$ cat src/rtl/intr_cfg_pkg.sv
`default_nettype none

package intr_cfg_pkg;

    // ========================================
    // Interrupt vector sizing
    // ========================================

    // Number of interrupt vectors exercised by one test sequence
    localparam int NUM_INTR_IDS = 4;

    // Width of a vector ID
    localparam int INTR_ID_W = $clog2(NUM_INTR_IDS);

    // The response count must reach NUM_INTR_IDS, so it needs one extra bit
    localparam int INTR_CNT_W = INTR_ID_W + 1;

    // Only a single interrupt engine is built
    localparam int NUM_ENGINES = 1;

    // ========================================
    // Register map
    // ========================================

    localparam int CSR_IDX_W = 3;
    localparam int CSR_DATA_W = 64;

    // A write to index 0 is the start command
    localparam logic [CSR_IDX_W-1:0] CSR_TEST_ID_LO = 3'd0;
    localparam logic [CSR_IDX_W-1:0] CSR_TEST_ID_HI = 3'd1;
    localparam logic [CSR_IDX_W-1:0] CSR_CONFIG = 3'd2;
    localparam logic [CSR_IDX_W-1:0] CSR_RESULT = 3'd3;
    localparam logic [CSR_IDX_W-1:0] CSR_STATUS = 3'd4;

    // Identifier that software uses to recognize this test block
    localparam logic [127:0] TEST_ID = 128'h3c1e9a47_b2d0_4f86_a915_7e2c60d8b1f4;

endpackage

`default_nettype wire

$ cat src/rtl/intr_bus_pkg.sv
`default_nettype none

package intr_bus_pkg;

    // ========================================
    // Register access
    // ========================================

    // Register write, always accepted by the block
    typedef struct packed {
        logic [intr_cfg_pkg::CSR_IDX_W-1:0] idx;
        logic [intr_cfg_pkg::CSR_DATA_W-1:0] data;
    } csr_wr_t;

    // Register read request, data returns one cycle later
    typedef struct packed {
        logic [intr_cfg_pkg::CSR_IDX_W-1:0] idx;
    } csr_rd_t;

    // ========================================
    // Host interrupt channel
    // ========================================

    // Interrupt request toward the host
    // The interrupt flag is always set by the sequencer
    typedef struct packed {
        logic [intr_cfg_pkg::INTR_ID_W-1:0] id;
        logic intr;
    } intr_req_t;

    // Acknowledgement returned by the host
    // A well-formed response has intr set and fence clear
    typedef struct packed {
        logic [intr_cfg_pkg::INTR_ID_W-1:0] id;
        logic intr;
        logic fence;
    } intr_rsp_t;

    // Sequencer state
    typedef enum logic {
        SEQ_IDLE,
        SEQ_ISSUE
    } seq_state_t;

    // Classification of a single host response
    typedef enum logic [1:0] {
        RSP_OK,
        RSP_NO_INTR,
        RSP_FENCE
    } rsp_status_t;

endpackage

`default_nettype wire

$ cat src/rtl/intr_csr_regs.sv
`timescale 1ns/100ps
`default_nettype none

module intr_csr_regs
(
    input  wire logic clk,
    input  wire logic reset_n,

    // Register write port, always accepted
    input  wire logic csr_wr_valid,
    input  wire intr_bus_pkg::csr_wr_t csr_wr,

    // Register read port
    input  wire logic csr_rd_valid,
    input  wire intr_bus_pkg::csr_rd_t csr_rd,
    output logic csr_rd_data_valid,
    output logic [intr_cfg_pkg::CSR_DATA_W-1:0] csr_rd_data,

    // Start command toward the sequencer and the response tracker
    output logic start,
    output logic [intr_cfg_pkg::INTR_ID_W-1:0] start_count,

    // Status gathered from the engine
    input  wire logic active,
    input  wire logic [intr_cfg_pkg::INTR_CNT_W-1:0] rsp_count,
    input  wire logic [intr_cfg_pkg::NUM_INTR_IDS-1:0] rsp_mask,
    input  wire logic rsp_error
);

    // ========================================
    // Start command decode
    // ========================================

    // Any write to index 0 starts a sequence, whatever the engine is doing
    // The pulse lasts exactly as long as the write, which is one cycle
    assign start = csr_wr_valid && (csr_wr.idx == intr_cfg_pkg::CSR_TEST_ID_LO);

    // Only the low bits of the written value are meaningful as a vector ID
    // Larger counts wrap, so 6 starts from vector 2 with four vectors
    assign start_count = csr_wr.data[intr_cfg_pkg::INTR_ID_W-1:0];

    // ========================================
    // Read data path
    // ========================================

    logic [intr_cfg_pkg::CSR_DATA_W-1:0] rd_word;

    // Read word selection, registered below
    always_comb
    begin
        case (csr_rd.idx)
            intr_cfg_pkg::CSR_TEST_ID_LO:
            begin
                rd_word = intr_cfg_pkg::TEST_ID[63:0];
            end
            intr_cfg_pkg::CSR_TEST_ID_HI:
            begin
                rd_word = intr_cfg_pkg::TEST_ID[127:64];
            end
            intr_cfg_pkg::CSR_CONFIG:
            begin
                // Vector count in the second byte, engine count in the first
                rd_word = {48'd0,
                           8'(intr_cfg_pkg::NUM_INTR_IDS),
                           8'(intr_cfg_pkg::NUM_ENGINES)};
            end
            intr_cfg_pkg::CSR_RESULT:
            begin
                // Acknowledged-vector mask above the response count
                rd_word = {40'd0, 16'(rsp_mask), 8'(rsp_count)};
            end
            intr_cfg_pkg::CSR_STATUS:
            begin
                // Bit 0 shows a running sequence, bit 1 a malformed response
                rd_word = {62'd0, rsp_error, active};
            end
            default:
            begin
                // Unmapped indices read as zero
                rd_word = '0;
            end
        endcase
    end

    // The valid flag is control state and is cleared by reset
    always_ff @(posedge clk)
    begin
        if (!reset_n)
        begin
            csr_rd_data_valid <= 1'b0;
        end
        else
        begin
            csr_rd_data_valid <= csr_rd_valid;
        end
    end

    // Data follows the read request by one cycle
    always_ff @(posedge clk)
    begin
        csr_rd_data <= rd_word;
    end

endmodule

`default_nettype wire

$ cat src/rtl/intr_seq_fsm.sv
`timescale 1ns/100ps
`default_nettype none

module intr_seq_fsm
(
    input  wire logic clk,
    input  wire logic reset_n,

    // Start command from the register block
    input  wire logic start,

    // Host back-pressure on the request stream
    input  wire logic intr_req_ready,

    // Current vector and end-of-sequence flag from the ID counter
    input  wire logic [intr_cfg_pkg::INTR_ID_W-1:0] cur_id,
    input  wire logic last_id,

    // Counter controls
    output logic load,
    output logic dec,

    // Request stream toward the host
    output logic intr_req_valid,
    output intr_bus_pkg::intr_req_t intr_req,

    // Sequence in progress
    output logic active
);

    intr_bus_pkg::seq_state_t state;
    intr_bus_pkg::seq_state_t state_nxt;
    logic handshake;

    // A request is offered for the whole time the sequence is running
    assign intr_req_valid = (state == intr_bus_pkg::SEQ_ISSUE);
    assign active = (state == intr_bus_pkg::SEQ_ISSUE);

    // Request transfers when the host is also ready
    assign handshake = intr_req_valid && intr_req_ready;

    // The ID comes straight from the counter, so it holds while stalled
    always_comb
    begin
        intr_req = '0;
        intr_req.id = cur_id;
        intr_req.intr = 1'b1;
    end

    // ========================================
    // Next-state logic
    // ========================================

    always_comb
    begin
        state_nxt = state;
        load = 1'b0;
        dec = 1'b0;

        case (state)
            intr_bus_pkg::SEQ_IDLE:
            begin
                if (start)
                begin
                    load = 1'b1;
                    state_nxt = intr_bus_pkg::SEQ_ISSUE;
                end
            end
            intr_bus_pkg::SEQ_ISSUE:
            begin
                // A new start wins over a handshake in the same cycle
                if (start)
                begin
                    load = 1'b1;
                end
                else if (handshake)
                begin
                    if (last_id)
                    begin
                        state_nxt = intr_bus_pkg::SEQ_IDLE;
                    end
                    else
                    begin
                        dec = 1'b1;
                    end
                end
            end
            default:
            begin
                state_nxt = intr_bus_pkg::SEQ_IDLE;
            end
        endcase
    end

    always_ff @(posedge clk)
    begin
        if (!reset_n)
        begin
            state <= intr_bus_pkg::SEQ_IDLE;
        end
        else
        begin
            state <= state_nxt;
        end
    end

    // A stalled request must not change until the host takes it
    // Only a restart from software may replace it
    assert property (@(posedge clk) disable iff (!reset_n)
        intr_req_valid && !intr_req_ready && !start
        |=> intr_req_valid && $stable(intr_req.id));

endmodule

`default_nettype wire

$ cat src/rtl/intr_id_counter.sv
`timescale 1ns/100ps
`default_nettype none

module intr_id_counter
(
    input  wire logic clk,
    input  wire logic reset_n,

    // Load the starting vector, takes priority over dec
    input  wire logic load,
    input  wire logic [intr_cfg_pkg::INTR_ID_W-1:0] load_value,

    // Step to the next lower vector
    input  wire logic dec,

    output logic [intr_cfg_pkg::INTR_ID_W-1:0] cur_id,
    output logic last_id
);

    // Vector 0 is always the final request of a sequence
    assign last_id = (cur_id == '0);

    always_ff @(posedge clk)
    begin
        if (!reset_n)
        begin
            cur_id <= '0;
        end
        else if (load)
        begin
            cur_id <= load_value;
        end
        else if (dec)
        begin
            cur_id <= cur_id - 1'b1;
        end
    end

    // The sequencer must stop at vector 0 instead of wrapping around
    assert property (@(posedge clk) disable iff (!reset_n)
        dec |-> !last_id);

endmodule

`default_nettype wire

$ cat src/rtl/intr_rsp_tracker.sv
`timescale 1ns/100ps
`default_nettype none

module intr_rsp_tracker
(
    input  wire logic clk,
    input  wire logic reset_n,

    // Start command clears the previous results
    input  wire logic start,

    // Response stream from the host, always accepted
    input  wire logic intr_rsp_valid,
    input  wire intr_bus_pkg::intr_rsp_t intr_rsp,

    // Results for the register block
    output logic [intr_cfg_pkg::INTR_CNT_W-1:0] rsp_count,
    output logic [intr_cfg_pkg::NUM_INTR_IDS-1:0] rsp_mask,
    output logic rsp_error
);

    intr_bus_pkg::rsp_status_t rsp_status;

    // ========================================
    // Response classification
    // ========================================

    // A missing interrupt flag is reported ahead of a stray fence
    always_comb
    begin
        if (!intr_rsp.intr)
        begin
            rsp_status = intr_bus_pkg::RSP_NO_INTR;
        end
        else if (intr_rsp.fence)
        begin
            rsp_status = intr_bus_pkg::RSP_FENCE;
        end
        else
        begin
            rsp_status = intr_bus_pkg::RSP_OK;
        end
    end

    // ========================================
    // Result accumulation
    // ========================================

    always_ff @(posedge clk)
    begin
        if (!reset_n || start)
        begin
            // A restart discards responses still arriving in the same cycle
            rsp_count <= '0;
            rsp_mask <= '0;
            rsp_error <= 1'b0;
        end
        else if (intr_rsp_valid)
        begin
            if (rsp_status == intr_bus_pkg::RSP_OK)
            begin
                rsp_count <= rsp_count + 1'b1;
                rsp_mask[intr_rsp.id] <= 1'b1;
            end
            else
            begin
                // Error stays set until the next start or reset
                // A bad response is not counted
                rsp_error <= 1'b1;
            end
        end
    end

    // The host may only acknowledge vectors that this block requested
    // This matters once the vector count is not a power of two
    assert property (@(posedge clk) disable iff (!reset_n)
        intr_rsp_valid |-> (intr_rsp.id < intr_cfg_pkg::NUM_INTR_IDS));

endmodule

`default_nettype wire

$ cat src/rtl/intr_test_top.sv
`timescale 1ns/100ps
`default_nettype none

module intr_test_top
(
    input  wire logic clk,
    input  wire logic reset_n,

    // Register access from software
    input  wire logic csr_wr_valid,
    input  wire intr_bus_pkg::csr_wr_t csr_wr,
    input  wire logic csr_rd_valid,
    input  wire intr_bus_pkg::csr_rd_t csr_rd,
    output logic csr_rd_data_valid,
    output logic [intr_cfg_pkg::CSR_DATA_W-1:0] csr_rd_data,

    // Interrupt requests toward the host
    output logic intr_req_valid,
    output intr_bus_pkg::intr_req_t intr_req,
    input  wire logic intr_req_ready,

    // Acknowledgements from the host
    input  wire logic intr_rsp_valid,
    input  wire intr_bus_pkg::intr_rsp_t intr_rsp
);

    // Start command and its starting vector
    logic start;
    logic [intr_cfg_pkg::INTR_ID_W-1:0] start_count;

    // Sequencer to counter
    logic load;
    logic dec;
    logic [intr_cfg_pkg::INTR_ID_W-1:0] cur_id;
    logic last_id;

    // Status back to the registers
    logic active;
    logic [intr_cfg_pkg::INTR_CNT_W-1:0] rsp_count;
    logic [intr_cfg_pkg::NUM_INTR_IDS-1:0] rsp_mask;
    logic rsp_error;

    // ========================================
    // Register block
    // ========================================

    intr_csr_regs u_csr_regs
    (
        .clk               (clk),
        .reset_n           (reset_n),
        .csr_wr_valid      (csr_wr_valid),
        .csr_wr            (csr_wr),
        .csr_rd_valid      (csr_rd_valid),
        .csr_rd            (csr_rd),
        .csr_rd_data_valid (csr_rd_data_valid),
        .csr_rd_data       (csr_rd_data),
        .start             (start),
        .start_count       (start_count),
        .active            (active),
        .rsp_count         (rsp_count),
        .rsp_mask          (rsp_mask),
        .rsp_error         (rsp_error)
    );

    // ========================================
    // Interrupt engine
    // ========================================

    intr_seq_fsm u_seq_fsm
    (
        .clk            (clk),
        .reset_n        (reset_n),
        .start          (start),
        .intr_req_ready (intr_req_ready),
        .cur_id         (cur_id),
        .last_id        (last_id),
        .load           (load),
        .dec            (dec),
        .intr_req_valid (intr_req_valid),
        .intr_req       (intr_req),
        .active         (active)
    );

    intr_id_counter u_id_counter
    (
        .clk        (clk),
        .reset_n    (reset_n),
        .load       (load),
        .load_value (start_count),
        .dec        (dec),
        .cur_id     (cur_id),
        .last_id    (last_id)
    );

    intr_rsp_tracker u_rsp_tracker
    (
        .clk            (clk),
        .reset_n        (reset_n),
        .start          (start),
        .intr_rsp_valid (intr_rsp_valid),
        .intr_rsp       (intr_rsp),
        .rsp_count      (rsp_count),
        .rsp_mask       (rsp_mask),
        .rsp_error      (rsp_error)
    );

endmodule

`default_nettype wire

$ cat config.mk
export PLATFORM = sky130hd
export DESIGN_NAME = intr_test_top
export DESIGN_NICKNAME = d
export VERILOG_FILES = /design/src/rtl/intr_cfg_pkg.sv /design/src/rtl/intr_bus_pkg.sv /design/src/rtl/intr_csr_regs.sv /design/src/rtl/intr_seq_fsm.sv /design/src/rtl/intr_id_counter.sv /design/src/rtl/intr_rsp_tracker.sv /design/src/rtl/intr_test_top.sv
export SDC_FILE = /design/constraint.sdc
export NUM_CORES = 1
export LEC_CHECK = 0
export BUFFER_PORTS_ARGS = -buffer_cell sky130_fd_sc_hd__buf_2
export CORE_MARGIN = 10
export CORE_UTILIZATION = 30
export CTS_BUF_LIST = sky130_fd_sc_hd__clkbuf_8
export DETAILED_ROUTE_END_ITERATION = 7
export PLACE_DENSITY = 0.74
export SLEW_MARGIN = 20
export SYNTH_ARGS = -nofsm -noshare
export SYNTH_HDL_FRONTEND = slang
export SYNTH_SLANG_ARGS = --single-unit
$ cat constraint.sdc
create_clock -name clk -period 2.4 [get_ports clk]
set_clock_uncertainty 0.05 [all_clocks]
set_input_delay 0.12 -clock clk [delete_from_list [all_inputs] [get_ports clk]]
set_output_delay 0.12 -clock clk [all_outputs]
set_load 0.005 [all_outputs]
### Yosys cells after proc, flatten, opt, wreduce, memory -nomap -nowiden

Cells that the tools add are included.

* output and inout port bits: 69
* logic and storage cells: 45
* flip-flop bits (word level): 76
* input port bits: 80

* magnitude comparators: 2
* equal/unequal tests: 4
* bitwise gates (word level): 3
* $add $sub $neg: 2
* reduce and logical (&&, ||, !) cells: 12
* multiplexer cells: 15

Operators by type and width (count)
* 64-bit one-hot mux with 5 select lines: 1
* 1-bit 2-to-1 mux: 8
* 2-bit 2-to-1 mux: 4
* 3-bit by 2-bit == test with 1-bit output (second input constant): 2
* 3-bit logical NOT: 2
* 2-bit logical NOT: 2
* 4-bit OR: 1
* 2-bit AND reduction: 2
* 3-bit by 1-bit adder with 3-bit output (second input constant): 1
* 3-bit by 1-bit == test with 1-bit output (second input constant): 1
* 3-bit == test (second input constant): 1
* 1-bit logical AND: 3
* 2-bit by 3-bit less-than comparator with 1-bit output (second input constant): 1
* 1-bit demux with 2-bit select: 1
* 2-bit by 1-bit greater-or-equal comparator with 1-bit output (second input constant): 1
* 1-bit NOT: 2
* 1-bit one-hot mux with 2 select lines: 1
* 2-bit nonzero test: 1
* 2-bit by 1-bit subtractor with 2-bit output (second input constant): 1
* 1-bit logical NOT: 1
* 1-bit logical OR: 1

### Logic depth before layout (Yosys ltp)

* depth in word-level cells: 7
* gate-level depth with buffers: 5
* gate-level depth less buffers: 5

### By module

From an unflattened synthesis, not the netlist that was laid out.

* cells, all modules: 151
* area total of the unflattened synthesis: 1318.8 sq um

Modules (own cells, without submodules)
* intr_csr_regs: sequential area each 220.2 sq um, area an instance 807.0 sq um, cells each 93, instances 1
* intr_rsp_tracker: sequential area each 160.2 sq um, area an instance 306.5 sq um, cells each 33, instances 1
* intr_id_counter: sequential area each 40.0 sq um, area an instance 120.1 sq um, cells each 13, instances 1
* intr_seq_fsm: sequential area each 20.0 sq um, area an instance 85.1 sq um, cells each 12, instances 1

### Least setup slack after synthesis

No wires, ideal clock.

* path kind: register to register
* start point: reg u_id_counter.cur_id[0] (netlist name)
* end point: reg u_id_counter.cur_id[0] (netlist name)
* cell stages (with the launch flop): 6
* library setup time: 0.119 ns
* data arrival time: 1.039 ns
* path buffers: 0
* slack: 1.192 ns
* required time: 2.231 ns
* period minus slack after synthesis: 1.208 ns
* path through: dfxtp_1 > inv_1 > ha_1 > and3b_1 > xnor2_1 > a21oi_1

* cells in the longest elaborated chain, start to end: 6
* elaborated cells on any way between the ends: 9
* classes of those cells: add/sub (1); mux (6); reduce/logical (2)

RTL lines
* start, declared: RTL line intr_id_counter.sv:16 `output logic [intr_cfg_pkg::INTR_ID_W-1:0] cur_id,`
* start signal, assigned: RTL line intr_id_counter.sv:31 `cur_id <= load_value;`
* start signal, assigned: RTL line intr_id_counter.sv:35 `cur_id <= cur_id - 1'b1;`
* 2-bit logical NOT: RTL line intr_id_counter.sv:21 `assign last_id = (cur_id == '0);`
* 1-bit 2-to-1 mux: RTL line intr_seq_fsm.sv:78 `if (last_id)`
* 1-bit 2-to-1 mux: RTL line intr_seq_fsm.sv:76 `else if (handshake)`
* 1-bit 2-to-1 mux: RTL line intr_seq_fsm.sv:72 `if (start)`
* 1-bit 2-to-1 mux: RTL line intr_seq_fsm.sv:60 `case (state)`
* 2-bit nonzero test (no source line)

Parallel ways exist; a longest one is shown, timed or not. The select of a mux whose other input is x is not followed.
A chain may end at the register's enable or synchronous reset.

### Worst setup path in the final report

Same ends and word-level chain as after synthesis.

==> results.json <==
{
  "period_needed_ps": 1270,
  "io_pins": 149,
  "stdcell_area_sq_um": 1340,
  "end_kind": "register",
  "ys_async_sr_fraction_pct": 0,
  "path_class": "register to register",
  "rsz0062_at_grt": "false",
  "maxCapViolCount": 0,
  "vias": 888,
  "synth_area_sq_um": 1250,
  "arrival_ps": 1370,
  "synth_top_area_share_pct": 35.1,
  "r2r-end": "u_id_counter.cur_id[0]",
  "hold_start": "csr_rd_valid",
  "maxUsedRoutingLayer": "met4",
  "setup_tns_ps": 0,
  "worst_r2r_path_depth": 5,
  "hold_end": "u_csr_regs.csr_rd_data_valid",
  "dp_hpwl_um": 2340,
  "setup_viol": 0,
  "grt_max_degree": 17,
  "final_max_slew_viol_count": 0,
  "syn2layout_area_growth_pct": 6.38,
  "clock_path_buffers": 2,
  "drcViolationCount": 0,
  "start_util_pct": 31.1,
  "synth_seq_cells": 22,
  "yosys.area.top_type": "dfxtp_1",
  "vdd_drop_max_v": 0.000223,
  "wl_um": 2640,
  "placed_area_sq_um": 1290,
  "globalplace.congestion": 0.708,
  "synth.area.top_cells": "dfxtp_1 35%, buf_4 33%, a21oi_1 3.6%",
  "wl_met1_um": 963,
  "n_fill_cell": 431,
  "synth.most_common_cell": "buf_4",
  "cts_inserted_buffers": 3,
  "syn_area_per_cell_sq_um": 8.65,
  "synth_compound_area_share_pct": 7.28,
  "route.detailed.wl_per_inst_um": 11.8,
  "ant_nets": 0,
  "synthMuxAreaShare_pct": 0.798,
  "finalHoldViolations": 0,
  "cts_root_buf": "clkbuf_8",
  "synth-edff-count": 0,
  "netlist_instances": 145,
  "powerDensity_nw_per_um2": 534,
  "timing.rr.start": "u_id_counter.cur_id[0]",
  "hold_class": "primary input to register",
  "critPathLaunchType": "register",
  "reg2reg_setup_slack_ps": 1130,
  "ys.flop_type": "dfxtp_1",
  "min_path_cells": 2,
  "cp_max_fo": 3,
  "diodes": 0,
  "cts_tree": "yes",
  "overflow": 0,
  "htree_levels": 1,
  "drtPass1Iterations": 4,
  "io_buffers": 69,
  "synthXorXnorAreaFrac_pct": 2.09,
  "synth_common_cells": "55 x buf_4, 22 x dfxtp_1, 9 x a21oi_1, 9 x nor2_1",
  "synth-adder-area-share_pct": 1.99,
  "postCtsSetupBuffers": 0,
  "leakage_nw": 0.729,
  "drt-initial-drc-count": 8,
  "status": "finished, final reports clean",
  "dieWidth_um": 84.7,
  "clkLatencyLatePin_ps": 260,
  "ys_types": 29,
  "drive_above_1_share_pct": 43.7,
  "die_area_sq_um": 7170,
  "die_y_um": 84.7,
  "core_sq_um": 4030,
  "cts_hold_buffers": 0,
  "wl_met2_um": 1040,
  "required_ps": 2500,
  "period_share_pct": 52.7,
  "max_freq_ghz": 0.790,
  "fin_nets": 258,
  "cts.reportedPaths.clkPinSlew_ps": 70,
  "grt_antenna_before_repair": 0,
  "synth_top_family_by_area": "buffers and inverters",
  "ctsResizeCount": 0,
  "synth-seq-area-share_pct": 35.1,
  "numClockSinks": 22,
  "ys_warn_count": 0,
  "vias_per_cell": 3.96,
  "grt_pass1_wl_um": 4080,
  "rows": 23,
  "yosys.area_share.simple_pct": 16.5,
  "route.met3.wl_um": 602,
  "track_usage_pct": 6.77,
  "grt_pass1_vias": 860
}
-- metrics by stage --
step	power [mW]	util, %	std cells	hold slack [ps]	setup WS (ps)
after floorplan	0.499	-	160	147	1190
after global routing	0.753	33.1	224	36.0	1040
after CTS	0.724	33.1	224	13.9	1130
after detailed placement	0.506	32.1	221	286	1150
after global placement	0.504	32.1	221	281	1170
final	0.713	33.1	224	17.6	1130
-- power by group --
group | leakage (nW) | internal, mW | total (mW) | switching, mW
Sequential | 0.180 | 0.380 | 0.390 | 0.0106
Combinational | 0.527 | 0.0499 | 0.106 | 0.0557
Clock | 0.0216 | 0.112 | 0.217 | 0.105
-- area by class of cell --
class,instances,area (sq um),share of cell area (%)
Clock buffer,3,41.3,3.09
Sequential cell,22,440,33.0
Timing Repair Buffer,69,345,25.9
Inverter,6,22.5,1.69
Tap cell,50,62.6,4.69
Multi-Input combinational cell,74,423,31.7
-- cell families (layout without fill, tap and decap cells) --
group	after synthesis	count (layout)
buffers and inverters	64	78
and+or+nand+nor	36	36
DFF	22	22
AOI/OAI and AO/OA	15	15
xor gates and xnor gates	3	3
adders and majority gates	2	2
other	2	17
muxes	1	1
-- flip-flops by register name, indices dropped and copies added (netlist names) --
name                          count
u_csr_regs.csr_rd_data           10
u_rsp_tracker.rsp_mask            4
u_rsp_tracker.rsp_count           3
u_id_counter.cur_id               2
u_csr_regs.csr_rd_data_valid      1
u_rsp_tracker.rsp_error           1
u_seq_fsm.active                  1
-- worst max-delay path, cell delays in order (launching register included) --
cell and delay (ps):
dfxtp_1 370, inv_1 60, ha_1 220, and3b_1 270, xnor2_1 130, a21oi_1 70
-- layer usage --
metal  GRT usage (%)  vias up
met4            2.69        0
met3            6.38        5
met2            9.75       65
met5               0        -
met1            6.63      366
li1                -      452
-- placed cells by master, fill, tap and decap left out, types with 2 or more instances in the layout --
cell	instances
inv_1	6
and3b_1	2
dfxtp_1	22
nand4b_1	2
and2_1	2
a31oi_1	2
nor3_1	2
a21oi_1	9
nor2b_1	2
nand2b_1	3
conb_1	17
buf_2	69
nor2_1	9
nand2_1	6
nand3_1	4
xnor2_1	2
ha_1	2
clkbuf_8	3
-- worst max-delay path by stage --
stage                                start                     end  slack (ps)  cells after the start
global route        u_id_counter.cur_id[0]  u_id_counter.cur_id[0]        1040                      5
floorplan           u_id_counter.cur_id[0]  u_id_counter.cur_id[0]        1190                      5
detailed placement  u_id_counter.cur_id[0]  u_id_counter.cur_id[0]        1150                      5
finish              u_id_counter.cur_id[0]  u_id_counter.cur_id[0]        1130                      5
CTS                 u_id_counter.cur_id[0]  u_id_counter.cur_id[0]        1130                      5
global placement    u_id_counter.cur_id[0]  u_id_counter.cur_id[0]        1170                      5
Power figures use the tool's default switching activity.
